File: config.mk
export PLATFORM = sky130hd
export DESIGN_NAME = shader_decode_flat
export DESIGN_NICKNAME = d
export VERILOG_FILES = /design/src/design/shader_pkg.sv /design/src/design/shader_op_if.sv /design/src/design/shader_decode.sv /design/src/flat_wrapper.sv
export SDC_FILE = /design/constraint.sdc
export NUM_CORES = 1
export LEC_CHECK = 0
export BUFFER_PORTS_ARGS = -buffer_cell sky130_fd_sc_hd__buf_2
export CORE_ASPECT_RATIO = 1.75
export CORE_MARGIN = 2
export CORE_UTILIZATION = 36
export CTS_CLUSTER_DIAMETER = 150
export CTS_CLUSTER_SIZE = 40
export DETAILED_ROUTE_END_ITERATION = 8
export PLACE_DENSITY = 0.77
export SKIP_LAST_GASP = 1
export SYNTH_ARGS = -nofsm -noshare
export SYNTH_HDL_FRONTEND = slang
export SYNTH_SLANG_ARGS = --single-unit
File: constraint.sdc
create_clock -name clk -period 0.8 [get_ports clk]
set_input_delay 0.04 -clock clk [delete_from_list [all_inputs] [get_ports clk]]
set_output_delay 0.04 -clock clk [all_outputs]
set_load 0.01 [all_outputs]
File: src/design/shader_pkg.sv
`default_nettype none

package shader_pkg;

	// ====================
	// sizes
	localparam int LANES = 4;
	localparam int WORD_BITS = 32;

	typedef logic [WORD_BITS-1:0] word;
	typedef logic [1:0] group_id;
	typedef logic [3:0] reg_num;
	typedef word [LANES-1:0] lane_word;

	typedef enum logic [2:0] {
		OP_ADD = 3'd0,
		OP_SUB,
		OP_AND,
		OP_OR,
		OP_XOR,
		OP_MOV,
		OP_LANE
	} opcode;

	// ====================
	// instruction formats
	typedef struct packed {
		logic       imm_form; // 0 here.
		opcode      opcode;
		logic       dst_scalar;
		reg_num     dst;
		logic       a_scalar;
		reg_num     a;
		logic       b_scalar;
		logic       b_is_const;
		logic       scalar_rev;
		reg_num     b;
		logic [10:0] reserved; // must be zero.
	} instr_reg;

	typedef struct packed {
		logic        imm_form; // 1 here.
		opcode       opcode;
		logic        dst_scalar;
		reg_num      dst;
		logic        a_scalar;
		reg_num      a;
		logic [1:0]  pad;
		logic [15:0] imm;
	} instr_imm;

	typedef union packed {
		instr_reg as_reg;
		instr_imm as_imm;
	} instr_word;

	typedef struct packed {
		opcode   opcode;
		group_id group;
		reg_num  dst;
		logic    dst_scalar;
		reg_num  a;
		logic    a_scalar;
		reg_num  b;
		logic    b_scalar;
		logic    b_is_imm;
		logic    b_is_const;
		logic    scalar_rev;
		word     imm;
	} decoded_op;

	// ====================
	// constants and timing
	localparam int CONST_ROM_ADDR_BITS = $bits(reg_num);

	localparam word CONST_TABLE [1 << CONST_ROM_ADDR_BITS] = '{
		0: 32'hffff_ffff,
		1: 32'h7fff_ffff,
		2: 32'h8000_0000,
		3: 32'h3f80_0000, // +1.0
		4: 32'hbf80_0000, // -1.0
		default: 32'h0
	};

	localparam int READ_STAGES = 3;
	localparam int PIPE_LATENCY = 8;
	localparam int WRITE_SETTLE = 2;

endpackage

`default_nettype wire
File: src/design/shader_op_if.sv
`timescale 1ns/1ps
`default_nettype none

// decoded op, one cycle after the instruction strobe.
interface shader_op_if;

	logic                  valid;
	shader_pkg::decoded_op op;
	shader_pkg::group_id   group;

	modport decode (
		output valid,
		output op,
		output group
	);

	modport fetch (
		input valid,
		input op,
		input group
	);

endinterface

`default_nettype wire

File: src/design/shader_decode.sv
`timescale 1ns/1ps
`default_nettype none

module shader_decode (
	input  logic                  clk,
	input  logic                  arst_n,
	input  logic                  instr_valid,
	input  shader_pkg::instr_word instr,
	input  shader_pkg::group_id   group,
	shader_op_if.decode           op_out
);

	shader_pkg::decoded_op next_op;

	always_comb begin
		next_op = '0;
		if (instr.as_imm.imm_form) begin
			next_op.opcode = instr.as_imm.opcode;
			next_op.dst = instr.as_imm.dst;
			next_op.dst_scalar = instr.as_imm.dst_scalar;
			next_op.a = instr.as_imm.a;
			next_op.a_scalar = instr.as_imm.a_scalar;
			next_op.b_is_imm = 1'b1;
			next_op.imm = shader_pkg::word'(instr.as_imm.imm); // zero extended.
		end else begin
			next_op.opcode = instr.as_reg.opcode;
			next_op.dst = instr.as_reg.dst;
			next_op.dst_scalar = instr.as_reg.dst_scalar;
			next_op.a = instr.as_reg.a;
			next_op.a_scalar = instr.as_reg.a_scalar;
			next_op.b = instr.as_reg.b;
			next_op.b_scalar = instr.as_reg.b_scalar;
			next_op.b_is_const = instr.as_reg.b_is_const;
			next_op.scalar_rev = instr.as_reg.scalar_rev;
		end
		next_op.group = group;
	end

	always_ff @(posedge clk or negedge arst_n) begin
		if (!arst_n) begin
			op_out.valid <= 1'b0;
		end else begin
			op_out.valid <= instr_valid;
		end
	end

	always_ff @(posedge clk) begin
		op_out.op <= next_op;
		op_out.group <= group;
	end

	// register form leaves the low bits clear.
	reserved_zero: assert property (@(posedge clk) disable iff (!arst_n)
		instr_valid && !instr.as_reg.imm_form |-> instr.as_reg.reserved == '0);

	opcode_range: assert property (@(posedge clk) disable iff (!arst_n)
		instr_valid |-> instr.as_reg.opcode <= shader_pkg::OP_LANE);

endmodule

`default_nettype wire

File: src/flat_wrapper.sv
// flat-port wrapper written by rule: the top's interface ports become plain ports
module shader_decode_flat 
  (clk, arst_n, instr_valid, instr, group, op_out_valid, op_out_op, op_out_group);
  shader_op_if op_out_i ();
  input  logic clk;
  input  logic arst_n;
  input  logic instr_valid;
  input  shader_pkg::instr_word instr;
  input  shader_pkg::group_id group;
  output wire logic [$bits(op_out_i.valid)-1:0] op_out_valid;
  output wire logic [$bits(op_out_i.op)-1:0] op_out_op;
  output wire logic [$bits(op_out_i.group)-1:0] op_out_group;
  assign op_out_valid = op_out_i.valid;
  assign op_out_op = op_out_i.op;
  assign op_out_group = op_out_i.group;
  shader_decode u_core (.clk(clk), .arst_n(arst_n), .instr_valid(instr_valid), .instr(instr), .group(group), .op_out(op_out_i));
endmodule
==> key figures <==
Status
  – Status: finished, violations left
  – Violated checks: negative setup slack

Place
  – Hpwl dp: 1.64 mm
  – Port Buffers: 78
  – DP Area: 1440 um2
  – Gpl congestion: 0.605

Floorplan
  – I/O pin count: 95
  – # rows: 26
  – Die Span Y: 77.3 um
  – Die Wd: 45.9 um
  – Total core area: 2930 um2
  – Initial Util: 37.7%
  – Die area: 3550 um2

Power
  – Clock share of power: 32.1%
  – Pwr Density: 2030 nW/um2
  – Psw: 885 uW
  – Max VDD drop: 1.71 mV
  – Leak Pwr: 0.000982 uW
  – Power Internal: 3000 uW
  – Sw frac: 22.8%
  – Logic gate share of total power: 12.9%
  – Sequential fraction of design power: 55.0%

Synthesis
  – Cells after Synth: 84
  – Mapped cell area: 1100 um2
  – Largest cells by area after synthesis: dfxtp_1 71%, buf_4 14%, and2_1 9.1%, nor2b_1 3.4%, dfrtp_1 2.3%
  – Yosys cell types: 7
  – Register area share after synthesis: 72.9%
  – Area leader, netlist: dfxtp_1
  – Share of the synthesized area in the top cell type: 70.7%
  – Avg Cell Area, Syn: 13.2 um2
  – Yosys warnings: 0
  – Seq cells post-synth: 40

Routing
  – Via count: 922
  – Number of remaining DRC errors: 0
  – Wire per inst: 12.9 um
  – Drt total wl: 2.93 mm
  – Vias per cell: 4.04
  – Drt pass-1 iters: 2
  – DRT antenna net count: 0
  – DRT iter0 DRCs: 5

Timing
  – Fin crit share: 105%
  – Final min period: 0.843 ns
  – Fmax: 1190 MHz
  – Final hold vios: 0
  – Post-route setup slack: -0.0432 ns
  – # setup viols final: 1
  – Max Slew Vio Count: 0
  – RSZ-0062 raised after global routing: yes

Job
  – Total of max-cap violations: 0

CTS
  – CTS root buffer: clkbuf_8
  – Postcts setup bufs: 0
  – Bufs on Longest Clock Path: 2
  – CTS Buf Count: 5
  – Clock Pin Slew Worst Setup and Hold Paths: 0.08 ns
  – H-Tree Depth: 2
  – Clock Sinks: 40
  – TritonCTS clock tree: built

Layout
  – Layout fillers: 206
  – Share of cells above drive strength 1: 47.0%
  – Post-route cell area: 1920 um2
  – Register area: 816 um2
  – Final antenna diode count: 0
  – Area grow syn2layout: 73.4%
  – Multi-input combinational cell area: 205 um2
  – Layout Nets: 236
  – Final Core Density: 65.4%

Setup path
  – Worst path bufs/invs: 1
  – Cell-by-cell trace of the critical path: buf_6
  – WP data arrival: 0.80 ns
  – CP Launch Type: flip-flop
  – Slowest stage delay, CP: 0.40 ns
  – Delay-heaviest family, CP: flip-flops
  – Max stage delay cell, worst path: dfrtp_1
  – Required time worst endpoint: 0.76 ns
  – CP Max Fanout: 1
  – Setup CP Type: reg2out
  – Crit. End Element: primary output

Hold path
  – Min-Delay Path Class: in2reg

Global routing
  – Vias in the first global route: 983
  – Global-route wire length before repair: 4.20 mm
  – Pin count of the biggest net entering global routing: 25
  – Gr ovfl total: 0
  – Initial antenna violation count: 0
  – GRT Overall Usage: 16.6%
==> metal layers <==
metal,global-route usage (%),wire length [um],vias up
li1,-,-,444
met5,0,0,-
met1,12.9,845,407
met2,32.6,1770,65
met3,3.76,246,6
met4,9.14,70,0
==> stage by stage <==
stage               TNS [ns]  power [uW]  std cells  worst slack [ns]  hold slack, ns
floorplan                  0        2380         99             0.275          -0.256
global placement           0        2490        185             0.155          -0.185
detailed placement         0        2510        185             0.126          -0.180
CTS                  -0.0293        3870        228           -0.0293          0.0526
global route         -0.0769        4070        228           -0.0724          0.0764
finish               -0.0432        3880        228           -0.0432          0.0557
==> registers in the layout (all words and copies together), names as in the netlist <==
name,count
u_core.op_out.op,39
u_core.op_out.valid,1
==> power by group through the flow <==
stage	combinational (uW)	sequential [uW]	clock (uW)
floorplan	151	2230	0
global placement	331	2160	0
detailed placement	342	2170	0
CTS	476	2120	1270
global route	543	2140	1380
finish	501	2130	1250
==> kinds of logic (layout without fill, tap and decap cells) <==
kind of cell | Yosys count | in the layout | synth area share, %
DFF | 40 | 40 | 72.9
and+or+nand+nor | 23 | 23 | 13.1
buffers and inverters | 20 | 121 | 13.6
other | 1 | 16 | 0.339
==> placed cells by master (no fill, tap or decap) <==
cell           Yosys  layout
buf_2              0      73
and2_1            16      16
dlygate4sd3_1      0      35
dfxtp_1           39      31
nor2b_1            6       6
clkbuf_8           0       5
buf_6              0       5
clkinv_2           0       2
dfxtp_2            0       8
clkinv_4           0       1
and2b_1            1       1
dfrtp_1            1       1
conb_1             1      16
==> what timing repair did <==
| action | in CTS | in global routing |
|---|---|---|
| endpoints found under the setup margin | 1 | 11 |
| resized for setup | 0 | 13 |
| hold buffers | 35 | 0 |
| hold endpoints to repair | 39 | 0 |
==> cells in the mapped netlist <==
cell and instances:
and2_1 16, dfrtp_1 1, and2b_1 1, dfxtp_1 39, buf_4 20, conb_1 1
nor2b_1 6
==> path summary, 6_finish.rpt <==
check,startpoint,cells after the start,slack [ns],to
max in group asynchronous,arst_n,2,0.63,u_core.op_out.valid
hold / removal,instr[31],1,0.06,u_core.op_out.op[34]
setup / recovery,u_core.op_out.valid,1,-0.04,op_out_valid
min in group asynchronous,arst_n,2,0.08,u_core.op_out.valid
==> area by class of cell <==
cell class              instances  share of cell area (%)
well taps                      28                    1.83
multi-input cells              39                    10.7
repair buffers                113                    40.3
flip-flops and latches         40                    42.6
clock inverters                 3                   0.980
clock buffers                   5                    3.59
Note: power is estimated with default switching activity, not from simulation.
