**config.mk**
```make
export PLATFORM = sky130hd
export DESIGN_NAME = shader_alu
export DESIGN_NICKNAME = d
export VERILOG_FILES = /design/src/design/shader_pkg.sv /design/src/design/shader_alu.sv
export SDC_FILE = /design/constraint.sdc
export NUM_CORES = 1
export LEC_CHECK = 0
export ABC_AREA = 1
export BUFFER_PORTS_ARGS = -buffer_cell sky130_fd_sc_hd__buf_2
export CORE_UTILIZATION = 60
export CTS_BUF_LIST = sky130_fd_sc_hd__clkbuf_4 sky130_fd_sc_hd__clkbuf_8 sky130_fd_sc_hd__clkbuf_16
export CTS_CLUSTER_SIZE = 14
export DETAILED_ROUTE_END_ITERATION = 10
export PLACE_DENSITY_LB_ADDON = 0.08
export SETUP_SLACK_MARGIN = 0.2
export SLEW_MARGIN = 20
export SYNTH_ARGS = -nofsm -noshare
export SYNTH_HDL_FRONTEND = slang
export SYNTH_SLANG_ARGS = --single-unit
```
**constraint.sdc**
```tcl
create_clock -name clk -period 1.1 [get_ports clk]
set_input_delay 0.165 -clock clk [delete_from_list [all_inputs] [get_ports clk]]
set_output_delay 0.165 -clock clk [all_outputs]
set_load 0.05 [all_outputs]
```
**src/design/shader_pkg.sv**
```systemverilog
`default_nettype none

package shader_pkg;

	// ====================
	// sizes
	localparam int LANES = 4;
	localparam int WORD_BITS = 32;

	typedef logic [WORD_BITS-1:0] word;
	typedef logic [1:0] group_id;
	typedef logic [3:0] reg_num;
	typedef word [LANES-1:0] lane_word;

	typedef enum logic [2:0] {
		OP_ADD = 3'd0,
		OP_SUB,
		OP_AND,
		OP_OR,
		OP_XOR,
		OP_MOV,
		OP_LANE
	} opcode;

	// ====================
	// instruction formats
	typedef struct packed {
		logic       imm_form; // 0 here.
		opcode      opcode;
		logic       dst_scalar;
		reg_num     dst;
		logic       a_scalar;
		reg_num     a;
		logic       b_scalar;
		logic       b_is_const;
		logic       scalar_rev;
		reg_num     b;
		logic [10:0] reserved; // must be zero.
	} instr_reg;

	typedef struct packed {
		logic        imm_form; // 1 here.
		opcode       opcode;
		logic        dst_scalar;
		reg_num      dst;
		logic        a_scalar;
		reg_num      a;
		logic [1:0]  pad;
		logic [15:0] imm;
	} instr_imm;

	typedef union packed {
		instr_reg as_reg;
		instr_imm as_imm;
	} instr_word;

	typedef struct packed {
		opcode   opcode;
		group_id group;
		reg_num  dst;
		logic    dst_scalar;
		reg_num  a;
		logic    a_scalar;
		reg_num  b;
		logic    b_scalar;
		logic    b_is_imm;
		logic    b_is_const;
		logic    scalar_rev;
		word     imm;
	} decoded_op;

	// ====================
	// constants and timing
	localparam int CONST_ROM_ADDR_BITS = $bits(reg_num);

	localparam word CONST_TABLE [1 << CONST_ROM_ADDR_BITS] = '{
		0: 32'hffff_ffff,
		1: 32'h7fff_ffff,
		2: 32'h8000_0000,
		3: 32'h3f80_0000, // +1.0
		4: 32'hbf80_0000, // -1.0
		default: 32'h0
	};

	localparam int READ_STAGES = 3;
	localparam int PIPE_LATENCY = 8;
	localparam int WRITE_SETTLE = 2;

endpackage

`default_nettype wire
```
**src/design/shader_alu.sv**
```systemverilog
`timescale 1ns/1ps
`default_nettype none

module shader_alu (
	input  logic                 clk,
	input  logic                 arst_n,
	input  shader_pkg::lane_word a_lanes,
	input  shader_pkg::lane_word b_lanes,
	input  logic                 in_valid,
	input  shader_pkg::opcode    in_code,
	input  shader_pkg::group_id  in_group,
	input  shader_pkg::reg_num   in_dst,
	input  logic                 in_dst_scalar,
	output shader_pkg::lane_word out_lanes,
	output logic                 out_valid,
	output shader_pkg::group_id  out_group,
	output shader_pkg::reg_num   out_dst,
	output logic                 out_dst_scalar
);

	shader_pkg::lane_word lanes_next;

	always_comb begin
		for (int i = 0; i < shader_pkg::LANES; i++) begin
			case (in_code)
				shader_pkg::OP_ADD:  lanes_next[i] = a_lanes[i] + b_lanes[i];
				shader_pkg::OP_SUB:  lanes_next[i] = a_lanes[i] - b_lanes[i];
				shader_pkg::OP_AND:  lanes_next[i] = a_lanes[i] & b_lanes[i];
				shader_pkg::OP_OR:   lanes_next[i] = a_lanes[i] | b_lanes[i];
				shader_pkg::OP_XOR:  lanes_next[i] = a_lanes[i] ^ b_lanes[i];
				shader_pkg::OP_MOV:  lanes_next[i] = b_lanes[i];
				shader_pkg::OP_LANE: lanes_next[i] = shader_pkg::word'(i);
				default:             lanes_next[i] = '0;
			endcase
		end
	end

	always_ff @(posedge clk or negedge arst_n) begin
		if (!arst_n) begin
			out_valid <= 1'b0;
		end else begin
			out_valid <= in_valid;
		end
	end

	always_ff @(posedge clk) begin
		out_lanes <= lanes_next;
		out_group <= in_group;
		out_dst <= in_dst;
		out_dst_scalar <= in_dst_scalar;
	end

	code_known: assert property (@(posedge clk) disable iff (!arst_n)
		in_valid |-> !$isunknown(in_code));

endmodule

`default_nettype wire

```
==> results of run 1 <==
## Yosys cell counts, drive strengths merged (5+ instances only)
cell,n
a21o,8
o2111ai,7
a221oi,83
buf,49
ha,384
inv,725
o22ai,83
nand4,38
o21ai,123
xor2,111
or2,17
nor3,45
o211ai,11
dfxtp,135
o31ai,5
nor2,356
o21a,7
a21oi,180
clkbuf,32
o21bai,14
nand3,260
a31oi,7
nand3b,28
nand2,1156
## cells by family after synthesis
family          share of synthesized area [%]
compound gates                           14.3
xor+xnor                                 4.30
fa+ha+maj                                21.4
buf+inv                                  13.6
flops                                    11.9
simple gates                             34.5
## through the flow
stage               worst slack [ps]  cells  TNS, ps  area, um^2
detailed placement             -1950   5518  -206830       33000
global placement               -1870   5518  -195340       33000
floorplan                      -1310   3885  -123370       24400
==> results list, run 1 <==
- The clock net in this run drives a total of 136 sinks.
* Net count of the mapped netlist: 4542
- Clock Tree Buf Depth: 2
- The count of buffers added on input and output ports is 404.
* Hold buffers post-CTS: 13
* Error message: [ERROR DPL-0038] Utilization greater than 100%, impossible to legalize
- H-tree depth: 4
- The cell sitting at the root of the clock tree is a clkbuf_16.
- Die Span X: 197 um
- Biggest area contributors in the synthesized netlist: ha_1, nand2_1, dfxtp_1
- Overall die height: 197 um
- Gates resized during post-CTS repair numbered 971.
- Synthesis warning total: 0
- Run status: stopped before the end
- IO Count: 405
- Avg Cell Area, Syn: 5.88 um^2
* Number of enable-type register cells in the synthesized netlist: 0
* Syn Inst Count: 3885
- Final HPWL from detailed placement: 82500 um
- In the synthesized netlist the async set-or-reset flop fraction comes to 0.735%.
* Exit stage: clock tree synthesis (4_1_cts)
* Most used DFF post-synth: dfxtp_1
* Cell variety after synth: 43
* Portion of the post-synthesis area used by sequential elements: 11.9%
- The cell area that synthesis handed to floorplanning was 22800 um^2.
- Number of buffers added by the clock tree synthesis step: 17
- The largest total area in the synthesized netlist belongs to ha_1.
* Portion of synthesized cell area occupied by the leading cell type: 21.0%
- Effective utilization at floorplan: 60.8%
- Buffers inserted during post-CTS setup optimization: 114
- After synthesis the netlist holds a flip-flop and latch count of 136.
* Number of core rows: 71
* GPL Wtd Cong: 1.08
==> inputs of run 2 (changes only) <==
==> config.mk (replaced) <==
export PLATFORM = sky130hd
export DESIGN_NAME = shader_alu
export DESIGN_NICKNAME = d
export VERILOG_FILES = /design/src/design/shader_pkg.sv /design/src/design/shader_alu.sv
export SDC_FILE = /design/constraint.sdc
export NUM_CORES = 1
export LEC_CHECK = 0
export ABC_AREA = 1
export BUFFER_PORTS_ARGS = -buffer_cell sky130_fd_sc_hd__buf_2
export CORE_UTILIZATION = 40
export DETAILED_ROUTE_END_ITERATION = 10
export PLACE_DENSITY_LB_ADDON = 0.15
export SLEW_MARGIN = 20
export SYNTH_ARGS = -nofsm -noshare
export SYNTH_HDL_FRONTEND = slang
export SYNTH_SLANG_ARGS = --single-unit
==> results list, run 2 <==
- TritonCTS built the clock tree.
- Timing would allow up to 419 MHz.
* Flip-flop count of the largest register after layout: 128
* Max-capacitance violation count: 0
* Drc violations: 0
- Most frequent cells in the layout: buf_4, nand2_1, inv_1
- The placed wire-length estimate after detailed placement came to 81000 um (-1.9%).
* Vias in the first global route: 29400
* Startpoint type of the worst setup path: primary input
* Number of antenna violations at the first check in global routing: 8
- Cell type contributing the most total cell area after synthesis: ha_1
* Global route total overflow: 0
- Overall die height: 241 um (+22%)
* Clk Tree Root Cell: clkbuf_16
- Summed over all layers, the routed wires come to 113000 um.
* Number of buffers added by the clock tree synthesis step: 17 (unchanged)
* Via density per instance: 5.36
- STA classifies the critical path endpoint as a register.
* Post-layout utilization of the core: 76.6%
* Count of pins over their slew limit: 0
- The number of clock sinks is 136 (unchanged).
- Hold WS: 41.4 ps
- RSZ-0062 raised after global routing: true
* H-tree depth: 4 (unchanged)
- Hold violation count in the final report: 0
- Of all nets on the critical path, the largest fanout is 4.
- Dividing total power by cell area gives a power density of 911 nW/um^2.
- Per report_power, the combinational group accounts for 67.1% of the total.
- In this run switching power makes up 46.9% of total power.
* Synth cell count leaders: nand2_1, inv_1, ha_1
- STA puts the critical path data required time at 1490 ps.
- In the final timing run, aggregate negative setup slack is -134610 ps.
- Setup Viol. Count Final: 260
* Portion of the post-synthesis area used by sequential elements: 11.9% (unchanged)
* Number of core rows: 87 (+23%)
- For this run, the post-layout net count is 5873.
* Avg Cell Area, Syn: 5.88 um^2 (unchanged)
- The internal power of the cells totals 20900 uW.
- GPL Wtd Cong: 1.01 (-7.1%)
- More flip-flops sit in one register than any other, and that register is out_lanes.
- Flop pwr share: 16.2%
* Run status: finished with violations
- Die Span X: 241 um (+22%)
- The number of enable flip-flop cells after synthesis was 0 (unchanged).
- Ratio of cells with drive above 1 in the final layout: 55.2%
- Proportion of register bits with asynchronous set or reset after synthesis: 0.735% (unchanged)
* LEAKAGE: 0.0223 uW
- First element of the critical path: b_lanes[96]
- Synthesis warning total: 0 (unchanged)
- The total nets after synthesis is 4542 (unchanged).
- Area of the placeable core: 56400 um^2
- Number of detailed-route iterations in the first pass: 6
- The min-delay analysis places its worst path in the category primary input to register.
- Library cell with the highest instance count after synthesis: nand2_1
- Clock period minus worst slack: 2390 ps
- Compared with the post-synthesis result, the final layout area differs by 89.3%.
* Overall fraction of global-route tracks in use: 34.1%
- The post-synthesis sequential element count was 136 (unchanged).
- The first routing iteration left 2163 violations.
* Relative max-transition margin: 65.5%
* Layout filler cell count: 4077
- Dividing the final minimum period by the clock period gives 217%.
- Top Registers: out_lanes x128, out_dst x4, out_group x2
- Part of the total power dissipated in the clock network: 16.7%
* Clock Tree Buf Depth: 2 (unchanged)
- Cell variety after synth: 43 (unchanged)
- Among all flip-flop cells after synthesis, the most frequent one is dfxtp_1.
- The detail route stage leaves a number of antenna-violating nets equal to 0.
* Portion of synthesized cell area occupied by the leading cell type: 21.0% (unchanged)
* Most frequent standard cell in the layout excluding fill and tap cells: buf_4
- Setup CP Type: primary input to register
- Failing checks: negative setup slack
* Syn Inst Count: 3885 (unchanged)
- Net switching power of the design: 18500 uW
* Maximum number of pins on one net before global-route repair: 28
- Effective utilization at floorplan: 40.5% (-20 points)
- Total via count in the routed design: 32100
* Final routed wire length divided by cell count: 18.9 um
- In this run the worst setup path terminates at out_lanes[125].
* Worst VDD drop: 1.43 mV
* Die footprint: 58000 um^2
* Register clock-pin slew on the reported worst setup and hold paths: 70 ps
* Worst slew pin tran: 518 ps
- By area the synthesized netlist is led by ha_1, nand2_1, dfxtp_1.
- Netlist area before placement: 22800 um^2 (unchanged)
- Number of buffers inserted by port buffering: 404 (unchanged)
* IO Count: 405 (unchanged)
* Final setup margin: -1290 ps
- The first global-routing pass estimated 154000 um of wire.
* CP Data Arrival Time: 2770 ps
-- run 2: cell counts after synthesis --
Identical to the previous run, type by type.
-- run 2: how the worst min path moves through the flow --
stage                     slack [ps]  cells after the start             end         start
after CTS                         20                      4   out_lanes[51]   b_lanes[51]
after detailed placement         -60                      1       out_valid        arst_n
after global placement           -60                      1       out_valid        arst_n
final                             40                      4  out_lanes[101]  b_lanes[101]
after global routing              50                      4   out_lanes[97]   b_lanes[97]
after floorplan                 -130                      0       out_valid        arst_n
-- run 2: cells by family after synthesis --
logic type / share of synthesized area (%)
AND/OR/NAND/NOR: 34.5
adder cells (fa/ha/maj): 21.4
XOR/XNOR: 4.30
AO/OA/AOI/OAI: 14.3
buffers and inverters: 13.6
flip-flops: 11.9
-- run 2: cell type report --
| class | instances | area, um^2 | area share [%] |
|---|---|---|---|
| inverters | 725 | 2930 | 6.78 |
| flip-flops and latches | 136 | 2920 | 6.75 |
| diodes | 7 | 17.5 | 0.0405 |
| clock inverters | 14 | 171 | 0.397 |
| repair buffers | 1393 | 12000 | 27.7 |
| multi-input cells | 2943 | 23800 | 55.1 |
| well taps | 756 | 946 | 2.19 |
| clock buffers | 18 | 439 | 1.02 |
-- run 2: layer usage --
metal | global-route usage, % | vias to the layer above | wire (um)
li1 | - | 15100 | -
met2 | 58.1 | 1459 | 54100
met1 | 43.3 | 15100 | 44700
met4 | 12.8 | 8 | 5520
met5 | 0 | - | 46
met3 | 4.87 | 383 | 8770
-- run 2: worst max-delay path: stages --
cell and delay, ps:
buf_8 110, inv_8 60, ha_4 140, inv_4 40, nor3_4 300, nand2_2 150
nor2_4 170, nand3_2 90, nand2_1 80, xor2_1 80, ha_1 390, nand2_2 120
nor2_4 140, nand2_2 100, nor4_4 250, nand2_1 100, nand2_1 80, nand2_2 50
nand3_2 90, nand2_1 70
-- run 2: power by group through the flow --
stage / sequential, uW / combinational [uW] / clock (uW)
2_1_floorplan: 8480 / 8280 / 0
3_3_place_gp: 6030 / 18200 / 0
3_5_place_dp: 6030 / 18300 / 0
4_1_cts: 5930 / 20900 / 6660
5_1_grt: 6430 / 27900 / 6880
6_report: 6390 / 26400 / 6580
-- run 2: timing repair --
action                     in CTS  in global routing
pin swaps                     419                578
gates resized for setup       725               1579
setup endpoints to repair     260                264
gates cloned                    2                  3
hold endpoints to repair       12                  0
hold buffers                   13                  0
buffers inserted               77                 92
-- run 2: through the flow --
stage | cells | area, um^2 | total power, uW | setup WS, ps
after detailed placement | 5782 | 33500 | 24300 | -2010
final | 5992 | 43200 | 39400 | -1290
after CTS | 5904 | 37600 | 33500 | -1150
after floorplan | 3885 | 24400 | 16800 | -1310
after global placement | 5782 | 33500 | 24200 | -1960
after global routing | 5986 | 43200 | 41200 | -1410
Note: power is estimated with default switching activity, not from simulation.
